===== config.mk =====
export PLATFORM = sky130hd
export DESIGN_NAME = trigger_controller
export DESIGN_NICKNAME = d
export VERILOG_FILES = /design/src/rtl/trigger_pkg.sv /design/src/rtl/trigger_conf_if.sv /design/src/rtl/trigger_regs.sv /design/src/rtl/trigger_input.sv /design/src/rtl/trigger_fsm.sv /design/src/rtl/trigger_fifo.sv /design/src/rtl/trigger_controller.sv
export SDC_FILE = /design/constraint.sdc
export NUM_CORES = 1
export LEC_CHECK = 0
export BUFFER_PORTS_ARGS = -buffer_cell sky130_fd_sc_hd__buf_2
export CAP_MARGIN = 15
export CORE_MARGIN = 2
export CORE_UTILIZATION = 25
export DETAILED_ROUTE_END_ITERATION = 6
export GPL_ROUTABILITY_DRIVEN = 0
export SKIP_LAST_GASP = 1
export SLEW_MARGIN = 20
export SYNTH_ARGS = -nofsm -noshare
export SYNTH_HDL_FRONTEND = slang
export SYNTH_HIERARCHICAL = 1
export SYNTH_SLANG_ARGS = --single-unit

===== constraint.sdc =====
create_clock -name bus_clk -period 7.8 [get_ports bus_clk]
set_input_delay 0.39 -clock bus_clk [delete_from_list [all_inputs] [get_ports bus_clk]]
set_output_delay 0.39 -clock bus_clk [all_outputs]
set_load 0.03 [all_outputs]

===== src/rtl/trigger_pkg.sv =====
`default_nettype none

package trigger_pkg;

    localparam int bus_addr_w = 16;
    typedef logic [7:0] bus_byte_t;

    localparam int n_trig_inputs = 8;
    typedef logic [n_trig_inputs-1:0] trig_lines_t;

    typedef logic [31:0] trig_count_t;

    // trigger word: marker on top, counter value below it
    typedef logic [31:0] trig_word_t;
    localparam int trig_marker_bit = 31;

    localparam int fifo_depth = 8;
    localparam int fifo_ptr_w = 3;

    localparam bus_byte_t version = 8'd10;
    localparam bus_byte_t reg_rst_value = 8'h00;

    // register map
    localparam int addr_soft_rst = 0;
    localparam int addr_conf = 1;
    localparam int addr_cnt_b0 = 8;
    localparam int addr_cnt_b1 = 9;
    localparam int addr_cnt_b2 = 10;
    localparam int addr_cnt_b3 = 11;      // write here loads the counter
    localparam int addr_lost = 12;
    localparam int addr_trig_sel_b0 = 13; // first stored config byte
    localparam int addr_veto_sel_b0 = 17;
    localparam int addr_trig_inv_b0 = 21;
    localparam int addr_count_max_lo = 25;
    localparam int addr_cfg_last = 28;    // top byte of count max
    localparam int reg_count = 34;

    localparam int n_cfg_regs = addr_cfg_last - addr_trig_sel_b0 + 1;
    localparam int cfg_idx_w = $clog2(n_cfg_regs);
    localparam int conf_enable_bit = 3;

    typedef enum logic [1:0] {idle, wait_ack, wait_low} trig_state_e;

endpackage

`default_nettype wire


===== src/rtl/trigger_conf_if.sv =====
`default_nettype none

// config and counter preload from the register bank to the trigger path
interface trigger_conf_if;
    import trigger_pkg::*;

    trig_lines_t trig_select;
    trig_lines_t veto_select;
    trig_lines_t trig_invert;
    logic        conf_enable;
    trig_count_t count_max;       // 0 means no limit
    logic        count_set;       // one cycle after a write to addr 11
    trig_count_t count_set_value;

    modport regs (output trig_select, veto_select, trig_invert, conf_enable,
                  count_max, count_set, count_set_value);
    modport core (input trig_select, veto_select, trig_invert, conf_enable,
                  count_max, count_set, count_set_value);

endinterface

`default_nettype wire


===== src/rtl/trigger_regs.sv =====
`default_nettype none

module trigger_regs (
    input  wire                               bus_clk,
    input  wire                               rst,
    input  wire [trigger_pkg::bus_addr_w-1:0] bus_add,
    input  wire trigger_pkg::bus_byte_t       bus_data_in,
    input  wire                               bus_rd,
    input  wire                               bus_wr,
    output trigger_pkg::bus_byte_t            bus_data_out,
    input  wire trigger_pkg::trig_count_t     trig_count,
    input  wire trigger_pkg::bus_byte_t       lost_count,
    output logic                              soft_rst,
    trigger_conf_if.regs                      conf
);
    import trigger_pkg::*;

    bus_byte_t             cfg_mem [n_cfg_regs]; // addresses 13 to 28
    bus_byte_t             cnt_pre [4];          // preload bytes, addresses 8 to 11
    logic                  conf_enable;
    bus_byte_t             conf_byte;
    logic [31:8]           cnt_buf;              // bytes 1 to 3, taken on a read of addr 8
    int                    addr_i;
    logic [cfg_idx_w-1:0]  cfg_off;
    logic                  cfg_hit;
    logic                  clr;

    function automatic logic [cfg_idx_w-1:0] cfg_idx(int a);
        return cfg_idx_w'(a - addr_trig_sel_b0);
    endfunction

    assign addr_i = int'(bus_add);
    assign cfg_off = cfg_idx(addr_i);
    assign cfg_hit = (addr_i >= addr_trig_sel_b0) && (addr_i <= addr_cfg_last);

    // write to address 0 resets the whole core
    assign soft_rst = bus_wr && (addr_i == addr_soft_rst);
    assign clr = rst || soft_rst;

    always_ff @(posedge bus_clk)
    begin
        if (clr)
        begin
            conf_enable <= 1'b0;
            for (int i = 0; i < n_cfg_regs; i++)
                cfg_mem[i] <= reg_rst_value;
            for (int i = 0; i < 4; i++)
                cnt_pre[i] <= reg_rst_value;
        end
        else if (bus_wr && addr_i < reg_count)
        begin
            if (addr_i == addr_conf)
                conf_enable <= bus_data_in[conf_enable_bit]; // other bits dropped
            if (addr_i >= addr_cnt_b0 && addr_i <= addr_cnt_b3)
                cnt_pre[bus_add[1:0]] <= bus_data_in;
            if (cfg_hit)
                cfg_mem[cfg_off] <= bus_data_in;
        end
    end

    // preload strobe follows the write of the top byte
    always_ff @(posedge bus_clk)
    begin
        if (clr)
            conf.count_set <= 1'b0;
        else
            conf.count_set <= bus_wr && (addr_i == addr_cnt_b3);
    end

    always_ff @(posedge bus_clk)
    begin
        if (clr)
            cnt_buf <= '0;
        else if (bus_rd && addr_i == addr_cnt_b0)
            cnt_buf <= trig_count[31:8];
    end

    always_comb
    begin
        conf_byte = '0;
        conf_byte[conf_enable_bit] = conf_enable;
    end

    always_ff @(posedge bus_clk)
    begin
        if (rst)
            bus_data_out <= '0;
        else if (bus_rd)
        begin
            case (addr_i)
                addr_soft_rst: bus_data_out <= version;
                addr_conf:     bus_data_out <= conf_byte;
                addr_cnt_b0:   bus_data_out <= trig_count[7:0]; // live byte
                addr_cnt_b1:   bus_data_out <= cnt_buf[15:8];
                addr_cnt_b2:   bus_data_out <= cnt_buf[23:16];
                addr_cnt_b3:   bus_data_out <= cnt_buf[31:24];
                addr_lost:     bus_data_out <= lost_count;
                default:       bus_data_out <= cfg_hit ? cfg_mem[cfg_off] : '0;
            endcase
        end
    end

    assign conf.conf_enable = conf_enable;
    assign conf.trig_select = cfg_mem[cfg_idx(addr_trig_sel_b0)];
    assign conf.veto_select = cfg_mem[cfg_idx(addr_veto_sel_b0)];
    assign conf.trig_invert = cfg_mem[cfg_idx(addr_trig_inv_b0)];
    assign conf.count_max = {cfg_mem[cfg_idx(addr_count_max_lo + 3)],
                             cfg_mem[cfg_idx(addr_count_max_lo + 2)],
                             cfg_mem[cfg_idx(addr_count_max_lo + 1)],
                             cfg_mem[cfg_idx(addr_count_max_lo)]};
    assign conf.count_set_value = {cnt_pre[3], cnt_pre[2], cnt_pre[1], cnt_pre[0]};

endmodule

`default_nettype wire


===== src/rtl/trigger_input.sv =====
`default_nettype none

module trigger_input (
    input  wire                           bus_clk,
    input  wire                           rst,
    input  wire                           soft_rst,
    input  wire trigger_pkg::trig_lines_t trigger,
    input  wire trigger_pkg::trig_lines_t trigger_veto,
    trigger_conf_if.core                  conf,
    output logic                          trig_pulse,
    output logic                          trig_level,
    output logic                          veto_level
);
    import trigger_pkg::*;

    trig_lines_t trig_xor_inv;
    logic        trig_or;
    logic        veto_or;
    logic [1:0]  trig_sync;
    logic [1:0]  veto_sync;
    logic        trig_last;   // edge flop

    // invert first, then mask with the select bits
    assign trig_xor_inv = trigger ^ conf.trig_invert;
    assign trig_or = |(trig_xor_inv & conf.trig_select);
    assign veto_or = |(trigger_veto & conf.veto_select); // veto lines are never inverted

    always_ff @(posedge bus_clk)
    begin
        if (rst || soft_rst)
        begin
            trig_sync <= '0;
            veto_sync <= '0;
            trig_last <= 1'b0;
        end
        else
        begin
            trig_sync <= {trig_sync[0], trig_or};
            veto_sync <= {veto_sync[0], veto_or};
            trig_last <= trig_sync[1];
        end
    end

    assign trig_level = trig_sync[1];
    assign trig_pulse = trig_sync[1] & ~trig_last; // rising edge only
    assign veto_level = veto_sync[1];

endmodule

`default_nettype wire


===== src/rtl/trigger_fsm.sv =====
`default_nettype none

module trigger_fsm (
    input  wire                       bus_clk,
    input  wire                       rst,
    input  wire                       soft_rst,
    trigger_conf_if.core              conf,
    input  wire                       trig_pulse,
    input  wire                       trig_level,
    input  wire                       veto_level,
    input  wire                       ext_trigger_enable,
    input  wire                       trigger_acknowledge,
    output logic                      trigger_accepted_flag,
    output logic                      trigger_enabled,
    output trigger_pkg::trig_count_t  trig_count,
    output logic                      word_write,
    output trigger_pkg::trig_word_t   word_data
);
    import trigger_pkg::*;

    trig_state_e state;
    logic        limit;
    logic        accept;

    // max of zero disables the limit
    assign limit = (conf.count_max != '0) && (trig_count >= conf.count_max);
    assign accept = (state == idle) && trig_pulse && trigger_enabled && !veto_level;

    always_ff @(posedge bus_clk)
    begin
        if (rst || soft_rst)
            trigger_enabled <= 1'b0;
        else
            trigger_enabled <= (conf.conf_enable || ext_trigger_enable) && !limit;
    end

    always_ff @(posedge bus_clk)
    begin
        if (rst || soft_rst)
        begin
            state <= idle;
            trigger_accepted_flag <= 1'b0;
            word_write <= 1'b0;
        end
        else
        begin
            trigger_accepted_flag <= accept;
            word_write <= accept;
            case (state)
                idle:
                    if (accept)
                        state <= ext_trigger_enable ? wait_ack : wait_low;
                wait_ack:
                    if (trigger_acknowledge)
                        state <= idle;
                wait_low:
                    if (!trig_level)
                        state <= idle; // new edge needed before the next trigger
                default:
                    state <= idle;
            endcase
        end
    end

    // software preload wins over a trigger in the same cycle
    always_ff @(posedge bus_clk)
    begin
        if (rst || soft_rst)
            trig_count <= '0;
        else if (conf.count_set)
            trig_count <= conf.count_set_value;
        else if (accept)
            trig_count <= trig_count + trig_count_t'(1);
    end

    always_ff @(posedge bus_clk)
    begin
        if (accept)
        begin
            word_data[trig_marker_bit] <= 1'b1;
            word_data[trig_marker_bit-1:0] <= trig_count[trig_marker_bit-1:0]; // pre-increment
        end
    end

endmodule

`default_nettype wire


===== src/rtl/trigger_fifo.sv =====
`default_nettype none

module trigger_fifo (
    input  wire                          bus_clk,
    input  wire                          rst,
    input  wire                          soft_rst,
    input  wire                          word_write,
    input  wire trigger_pkg::trig_word_t word_data,
    input  wire                          fifo_read,
    output logic                         fifo_empty,
    output trigger_pkg::trig_word_t      fifo_data,
    output trigger_pkg::bus_byte_t       lost_count
);
    import trigger_pkg::*;

    trig_word_t            mem [fifo_depth];
    logic [fifo_ptr_w-1:0] wr_ptr;
    logic [fifo_ptr_w-1:0] rd_ptr;
    logic [fifo_ptr_w:0]   fill;
    logic                  full;
    logic                  push;
    logic                  pop;

    assign full = (fill == (fifo_ptr_w+1)'(fifo_depth));
    assign fifo_empty = (fill == '0);
    assign push = word_write && !full;
    assign pop = fifo_read && !fifo_empty;
    assign fifo_data = mem[rd_ptr]; // head shows without a read

    always_ff @(posedge bus_clk)
    begin
        if (push)
            mem[wr_ptr] <= word_data;
    end

    always_ff @(posedge bus_clk)
    begin
        if (rst || soft_rst)
        begin
            wr_ptr <= '0;
            rd_ptr <= '0;
            fill <= '0;
            lost_count <= '0;
        end
        else
        begin
            if (push)
                wr_ptr <= wr_ptr + fifo_ptr_w'(1);  // wraps, depth is a power of two
            if (pop)
                rd_ptr <= rd_ptr + fifo_ptr_w'(1);
            if (push && !pop)
                fill <= fill + (fifo_ptr_w+1)'(1);
            else if (pop && !push)
                fill <= fill - (fifo_ptr_w+1)'(1);
            if (word_write && full && lost_count != '1)
                lost_count <= lost_count + 8'd1; // sticks at 255
        end
    end

endmodule

`default_nettype wire


===== src/rtl/trigger_controller.sv =====
`default_nettype none

module trigger_controller (
    input  wire                               bus_clk,
    input  wire                               rst,
    input  wire [trigger_pkg::bus_addr_w-1:0] bus_add,
    input  wire trigger_pkg::bus_byte_t       bus_data_in,
    input  wire                               bus_rd,
    input  wire                               bus_wr,
    output wire trigger_pkg::bus_byte_t       bus_data_out,
    input  wire                               fifo_read,
    output wire                               fifo_empty,
    output wire trigger_pkg::trig_word_t      fifo_data,
    input  wire trigger_pkg::trig_lines_t     trigger,
    input  wire trigger_pkg::trig_lines_t     trigger_veto,
    input  wire                               ext_trigger_enable,
    input  wire                               trigger_acknowledge,
    output wire                               trigger_accepted_flag,
    output wire                               trigger_enabled
);
    import trigger_pkg::*;

    wire         soft_rst;
    wire         trig_pulse;
    wire         trig_level;
    wire         veto_level;
    wire         word_write;
    trig_word_t  word_data;
    trig_count_t trig_count;
    bus_byte_t   lost_count;

    trigger_conf_if conf_if ();

    trigger_regs regs_i (
        .bus_clk(bus_clk), .rst(rst),
        .bus_add(bus_add), .bus_data_in(bus_data_in),
        .bus_rd(bus_rd), .bus_wr(bus_wr), .bus_data_out(bus_data_out),
        .trig_count(trig_count), .lost_count(lost_count),
        .soft_rst(soft_rst), .conf(conf_if.regs)
    );

    trigger_input input_i (
        .bus_clk(bus_clk), .rst(rst), .soft_rst(soft_rst),
        .trigger(trigger), .trigger_veto(trigger_veto), .conf(conf_if.core),
        .trig_pulse(trig_pulse), .trig_level(trig_level), .veto_level(veto_level)
    );

    trigger_fsm fsm_i (
        .bus_clk(bus_clk), .rst(rst), .soft_rst(soft_rst), .conf(conf_if.core),
        .trig_pulse(trig_pulse), .trig_level(trig_level), .veto_level(veto_level),
        .ext_trigger_enable(ext_trigger_enable),
        .trigger_acknowledge(trigger_acknowledge),
        .trigger_accepted_flag(trigger_accepted_flag),
        .trigger_enabled(trigger_enabled), .trig_count(trig_count),
        .word_write(word_write), .word_data(word_data)
    );

    trigger_fifo fifo_i (
        .bus_clk(bus_clk), .rst(rst), .soft_rst(soft_rst),
        .word_write(word_write), .word_data(word_data),
        .fifo_read(fifo_read), .fifo_empty(fifo_empty),
        .fifo_data(fifo_data), .lost_count(lost_count)
    );

endmodule

`default_nettype wire


==> results.ini, run 1 <==
[power]
finalPower_mw = 6.76
power_density_nw_per_um2 = 245
irDropWorstVdd_uv = 176
leakage_nw = 8.57

[sta]
fin_worst_skew_ps = 61.6
hold_slack_ps = 100
setup_viol = 0
tns_ps = 0
rsz0062_at_grt = false
clock.fmax_mhz = 241
maxSlewHeadroom_pct = 22.8
min_period_ps = 4150
finalCritPeriodShare_pct = 53.2
slew_violations = 0
hold_viol = 0
tightest_slew_ps = 1160

[yosys]
syn-instance-count = 1716
synth_ff_type = edfxtp_1
syn_area_per_cell_um2 = 14.1
yosys_warnings = 6
synth_enable_flop_cells = 447
ys_types = 76
synth-async-reset-ratio_pct = 0
synth_seq_cells = 543
synth-seq-area-share_pct = 63.4
synth.net_count = 1808
synth_area_um2 = 24200

[drt]
routed_wirelength_um = 64000
drt_iter0_drc = 1727
ant_nets = 0
wire_per_inst_um = 20.9
viasPerCell = 5.05
drc = 0
dr.pass1.iters = 6
via_count = 15500

[global_routing]
busiest_layer = met2
overflow = 0
grt_util_met2_pct = 19.8
met1_usage_pct = 17.2
grt_max_degree = 105
grt_util_met3_pct = 3.05
grt_pass1_wl_um = 96000
grt_pass1_vias = 15300
grt.total_usage_pct = 12.6
grt_antenna_before_repair = 7

[cts]
htreeDepth = 2
path_clk_slew_ps = 70
holdBufCountCts = 0
postCtsResizedCells = 0
clk_latency_ps = 640
cts.path.max_buffers = 3
cts_tree = yes
cts_buffers = 53
cts_setup_buffers = 0
cts.sinks = 543
cts-root-buf = clkbuf_16

[layout]
final_cell_area_um2 = 27600
area_growth_pct = 14.1
multi_input_area_um2 = 8220
final_cell_mix = edfxtp_1, nor4_1, nand2_1
num-nets-final = 1837
mostFrequentLayoutCell = edfxtp_1
n_fill_cell = 9749
drive_gt1_share_pct = 20.7
seqCellArea_um2 = 15400
finalNonFillerCells = 3064

[placed_design]
port_buffers = 89
hpwl_um = 41000
placed_cells = 2966
placed_cell_area_um2 = 26000

[job]
drv_cap = 0

[critical_path]
r2r-start = input_i/trig_sync[1]
crit_family = simple AND/OR/NAND/NOR gates
worstSetupEndpointType = register
crit_path_max_incr_delay_ps = 940
reg2reg_slack_ps = 5060
critical_path.endpoint = regs_i/cfg_mem[13][3]
rr_endpoint = fsm_i/trig_count[26]
crit_top_cell = buf_4
crit_fanout = 99
cp_data_required_time_ps = 8090
worstSetupPathType = input port to register
cp-start-kind = input port
cp.buffers_inverters = 5
reg2regPathDepth = 6
cp.arrival_ps = 4440
crit_start = bus_add[0]
crit_cells = 11
worstPathCellList = buf_2 > buf_4 > inv_1 > ha_1 > buf_4 > nor3b_1 > nand4_1 > nor2_1 > or2_4 > buf_4 > nor4_1
crit_path_top_delay_cell = or2_4

[worst_hold_path]
holdCritPathClass = input port to register

[floorplanning]
row_count = 114
die_x_um = 315
start_util_pct = 25.1
ios = 90
die_y_um = 315
core_area_um2 = 96400
dieArea_um2 = 99400

[outcome]
status = finished, final reports clean

[cell usage after synthesis (16+ instances only)]
| library cell | n | area, um2 |
|---|---|---|
| o21ai_0 | 49 | 245 |
| nand2_1 | 107 | 402 |
| inv_1 | 45 | 169 |
| buf_2 | 44 | 220 |
| nor3_1 | 16 | 80.1 |
| and3_1 | 17 | 106 |
| nor2_1 | 62 | 233 |
| mux2i_1 | 16 | 160 |
| a21oi_1 | 66 | 330 |
| mux2_2 | 33 | 372 |
| xor2_1 | 19 | 166 |
| dfxtp_1 | 96 | 1920 |
| edfxtp_1 | 447 | 13400 |
| clkbuf_1 | 84 | 315 |
| nand4_1 | 30 | 188 |
| ha_1 | 44 | 551 |
| and2_1 | 32 | 200 |
| nand3_1 | 87 | 435 |
| nor4_1 | 146 | 913 |
| mux4_2 | 101 | 2270 |
| or3_1 | 16 | 100 |
[worst min path at each step]
stage	startpoint	to	slack, ps	cells past startpoint
floorplan	input_i/trig_sync[0]	input_i/trig_sync[1]	410	1
global placement	input_i/trig_sync[0]	input_i/trig_sync[1]	420	1
detailed placement	input_i/trig_sync[0]	input_i/trig_sync[1]	410	1
CTS	bus_wr	regs_i/conf.count_set	50	3
global route	bus_wr	regs_i/conf.count_set	90	3
finish	bus_wr	regs_i/conf.count_set	100	3
[power breakdown]
part	switching, mW	total, mW	internal (mW)	leakage, nW
combinational	0.566	0.985	0.418	2.95
clock	1.11	2.47	1.36	0.800
sequential	0.106	3.30	3.20	4.82
[cell type report]
| class | instances | share of cell area (%) |
|---|---|---|
| Clock buffer | 65 | 5.00 |
| Tap cell | 1276 | 5.78 |
| Antenna cell | 2 | 0.0181 |
| Sequential cell | 543 | 55.6 |
| Clock inverter | 31 | 0.992 |
| Inverter | 45 | 0.611 |
| Timing Repair Buffer | 114 | 2.29 |
| Multi-Input combinational cell | 988 | 29.8 |
[worst reg2reg max path, delay by kind of cell, from the launching register on]
family	cells	cell delay, ps
and+or+nand+nor	5	2140
DFF	1	350
AOI/OAI and AO/OA	1	180
[sequential cells by signal, indices dropped and copies added (netlist names), 3 cells and up, named ones only]
register             flops
regs_i/bus_data_out      8
regs_i/cfg_mem         128
fifo_i/wr_ptr            3
fifo_i/lost_count        8
fsm_i/trig_count        32
fifo_i/mem             256
fifo_i/rd_ptr            3
fsm_i/word_data         31
regs_i/cnt_pre          32
regs_i/cnt_buf          24
fifo_i/fill              4
[logic make-up after synthesis]
kind of cell | count (synthesis) | share of synthesized area, %
AO/OA/AOI/OAI | 193 | 5.08
multiplexers | 150 | 11.6
flip-flops | 543 | 63.4
other | 1 | 0.0155
AND/OR/NAND/NOR | 566 | 13.2
buffers and inverters | 185 | 3.26
XOR/XNOR | 33 | 1.19
adder cells (fa/ha/maj) | 45 | 2.36
[through the flow]
step	worst slack, ps	utilization, %
final	3650	28.7
after global routing	3410	28.7
after CTS	3870	28.6
after detailed placement	3250	26.9
after global placement	3430	26.9
after floorplan	4100	-
[routing by layer]
metal	vias to the layer above	part of all wire [%]	wire length, um
li1	6835	-	-
met1	7735	42	26600
met2	769	46	29300
met3	118	10	6470
met4	8	2.5	1590
met5	-	0.081	52
Power figures use the tool's default switching activity.
==> inputs of run 2 (changes only) <==
- clock period: 7.8 -> 3.4 ns (I/O delays scaled with it)
==> results.ini, run 2 (synthesis gave the netlist of run 1 again) <==
[sta]
slew_violations = 0  ; unchanged
hold_viol = 0  ; unchanged
maxSlewHeadroom_pct = 29.9  ; +7.2 points
tightest_slew_ps = 1050  ; -106 ps
rsz0062_at_grt = false
hold_slack_ps = 45.6  ; -54.7 ps
min_period_ps = 2870
tns_ps = 0  ; unchanged
finalCritPeriodShare_pct = 84.3
clock.fmax_mhz = 349
setup_viol = 0  ; unchanged
fin_worst_skew_ps = 45.7  ; -15.9 ps

[layout]
final_cell_area_um2 = 28000  ; +1.4%
top_regs = fifo_i/mem (256), regs_i/cfg_mem (128)
regMostFlops = fifo_i/mem
n_fill_cell = 9693  ; -0.57%
mostFrequentLayoutCell = edfxtp_1
drive_gt1_share_pct = 22.2  ; +1.4 points
finalNonFillerCells = 3100  ; +1.2%
final_cell_mix = edfxtp_1, nor4_1, nand2_1
num-nets-final = 1872  ; +1.9%
fin_util_pct = 29.1  ; +0.39 points
area_growth_pct = 15.7
largest_register_ffs = 256  ; unchanged

[global_routing]
grt_antenna_before_repair = 6  ; -1
grt.total_usage_pct = 12.5  ; -0.14 points
grt_pass1_wl_um = 95100  ; -0.95%
grt_max_degree = 129  ; +23%
grt_pass1_vias = 15300  ; -0.28%
overflow = 0  ; unchanged

[drt]
routed_wirelength_um = 63500  ; -0.67%
wire_per_inst_um = 20.5  ; -1.8%
dr.pass1.iters = 7  ; +1
drt_iter0_drc = 1606  ; -7.0%
ant_nets = 0  ; unchanged
via_count = 15300  ; -0.96%
viasPerCell = 4.94  ; -2.1%
drc = 9  ; +9

[critical_path]
worstSetupEndpointType = output port
crit_path_max_incr_delay_ps = 690  ; -250 ps
worstPathCellList = buf_4 > mux4_2 > mux2_2 > buf_2
crit_path_top_delay_cell = dfxtp_4
cp_data_required_time_ps = 3230  ; -4860 ps
cp-start-kind = register
crit_fanout = 25  ; -75%
worstSetupPathType = register to output port
reg2reg_slack_ps = 710  ; -4350 ps
cp.buffers_inverters = 2  ; -3
cp.arrival_ps = 2700  ; -1740 ps
crit_family = multiplexers

[power]
irDropWorstVdd_uv = 380  ; +120%
power_density_nw_per_um2 = 559  ; +130%
leakage_nw = 8.77  ; +2.3%

[placed_design]
placed_cells = 2997  ; +1.0%
placed_cell_area_um2 = 26300  ; +1.2%
hpwl_um = 42400  ; +3.4%
port_buffers = 89  ; unchanged

[cts]
path_clk_slew_ps = 70  ; about the same
cts_setup_buffers = 0  ; unchanged
cts_buffers = 51  ; -3.8%
postCtsResizedCells = 0  ; unchanged
cts_tree = yes
htreeDepth = 2  ; unchanged
cts.path.max_buffers = 3  ; unchanged
cts-root-buf = clkbuf_16
clk_latency_ps = 620  ; -20 ps
cts.sinks = 543  ; unchanged

[floorplanning]
core_area_um2 = 96400  ; unchanged
die_x_um = 315  ; unchanged
row_count = 114  ; unchanged
dieArea_um2 = 99400  ; unchanged
start_util_pct = 25.1  ; unchanged
die_y_um = 315  ; unchanged
ios = 90  ; unchanged

[outcome]
status = finished with violations
violations = design-rule violations

[worst_hold_path]
holdCritPathClass = input port to register

[job]
drv_cap = 0  ; unchanged

-- run 2: final timing paths --
path,from,endpoint,depth (start not counted)
setup reg to reg,fifo_i/fill[0],fifo_i/fill[3],9
hold / removal,bus_add[2],regs_i/conf.count_set,4
setup / recovery,register,fifo_data[19],4
hold reg to reg,input_i/trig_sync[0],input_i/trig_sync[1],1
-- run 2: repair_timing --
item	CTS	global route
setup endpoints to repair	0	0
hold buffers	6	0
hold endpoints to repair	7	0
-- run 2: per-stage QoR --
step           worst slack, ps  total power [mW]
6_report                   534              15.7
5_1_grt                    326              16.2
4_1_cts                    403              15.8
3_5_place_dp               608              10.1
3_3_place_gp               571              10.0
2_1_floorplan              575              9.35
-- run 2: layout make-up --
class,count,area (um2),share of cell area [%]
Timing Repair Buffer,151,988,3.53
Clock buffer,65,1350,4.81
Antenna cell,1,2.50,0.00893
Sequential cell,543,15400,54.8
Multi-Input combinational cell,988,8230,29.4
Tap cell,1276,1600,5.70
Clock inverter,31,332,1.18
Inverter,45,169,0.603
-- run 2: per-layer routing --
layer  up-vias  share of wire, %  track usage (%)
li1       6903                 -                -
met2       682                46             19.8
met3       118               8.3             3.07
met1      7603                43             17.0
met5         -             0.098                0
met4        10               2.5             3.32
-- run 2: power breakdown --
group	switching (mW)	internal, mW
clock network	2.51	3.22
registers	0.241	7.34
logic	1.33	1.01
-- run 2: worst reg2reg max path, cell delays in order, from the launching register on --
cell and delay [ps]:
dfxtp_1 400, or4b_4 600, and2_1 240, ha_1 230
inv_1 140, ha_1 290, a21oi_1 220, a211o_1 180
a211oi_1 70, a31o_2 220
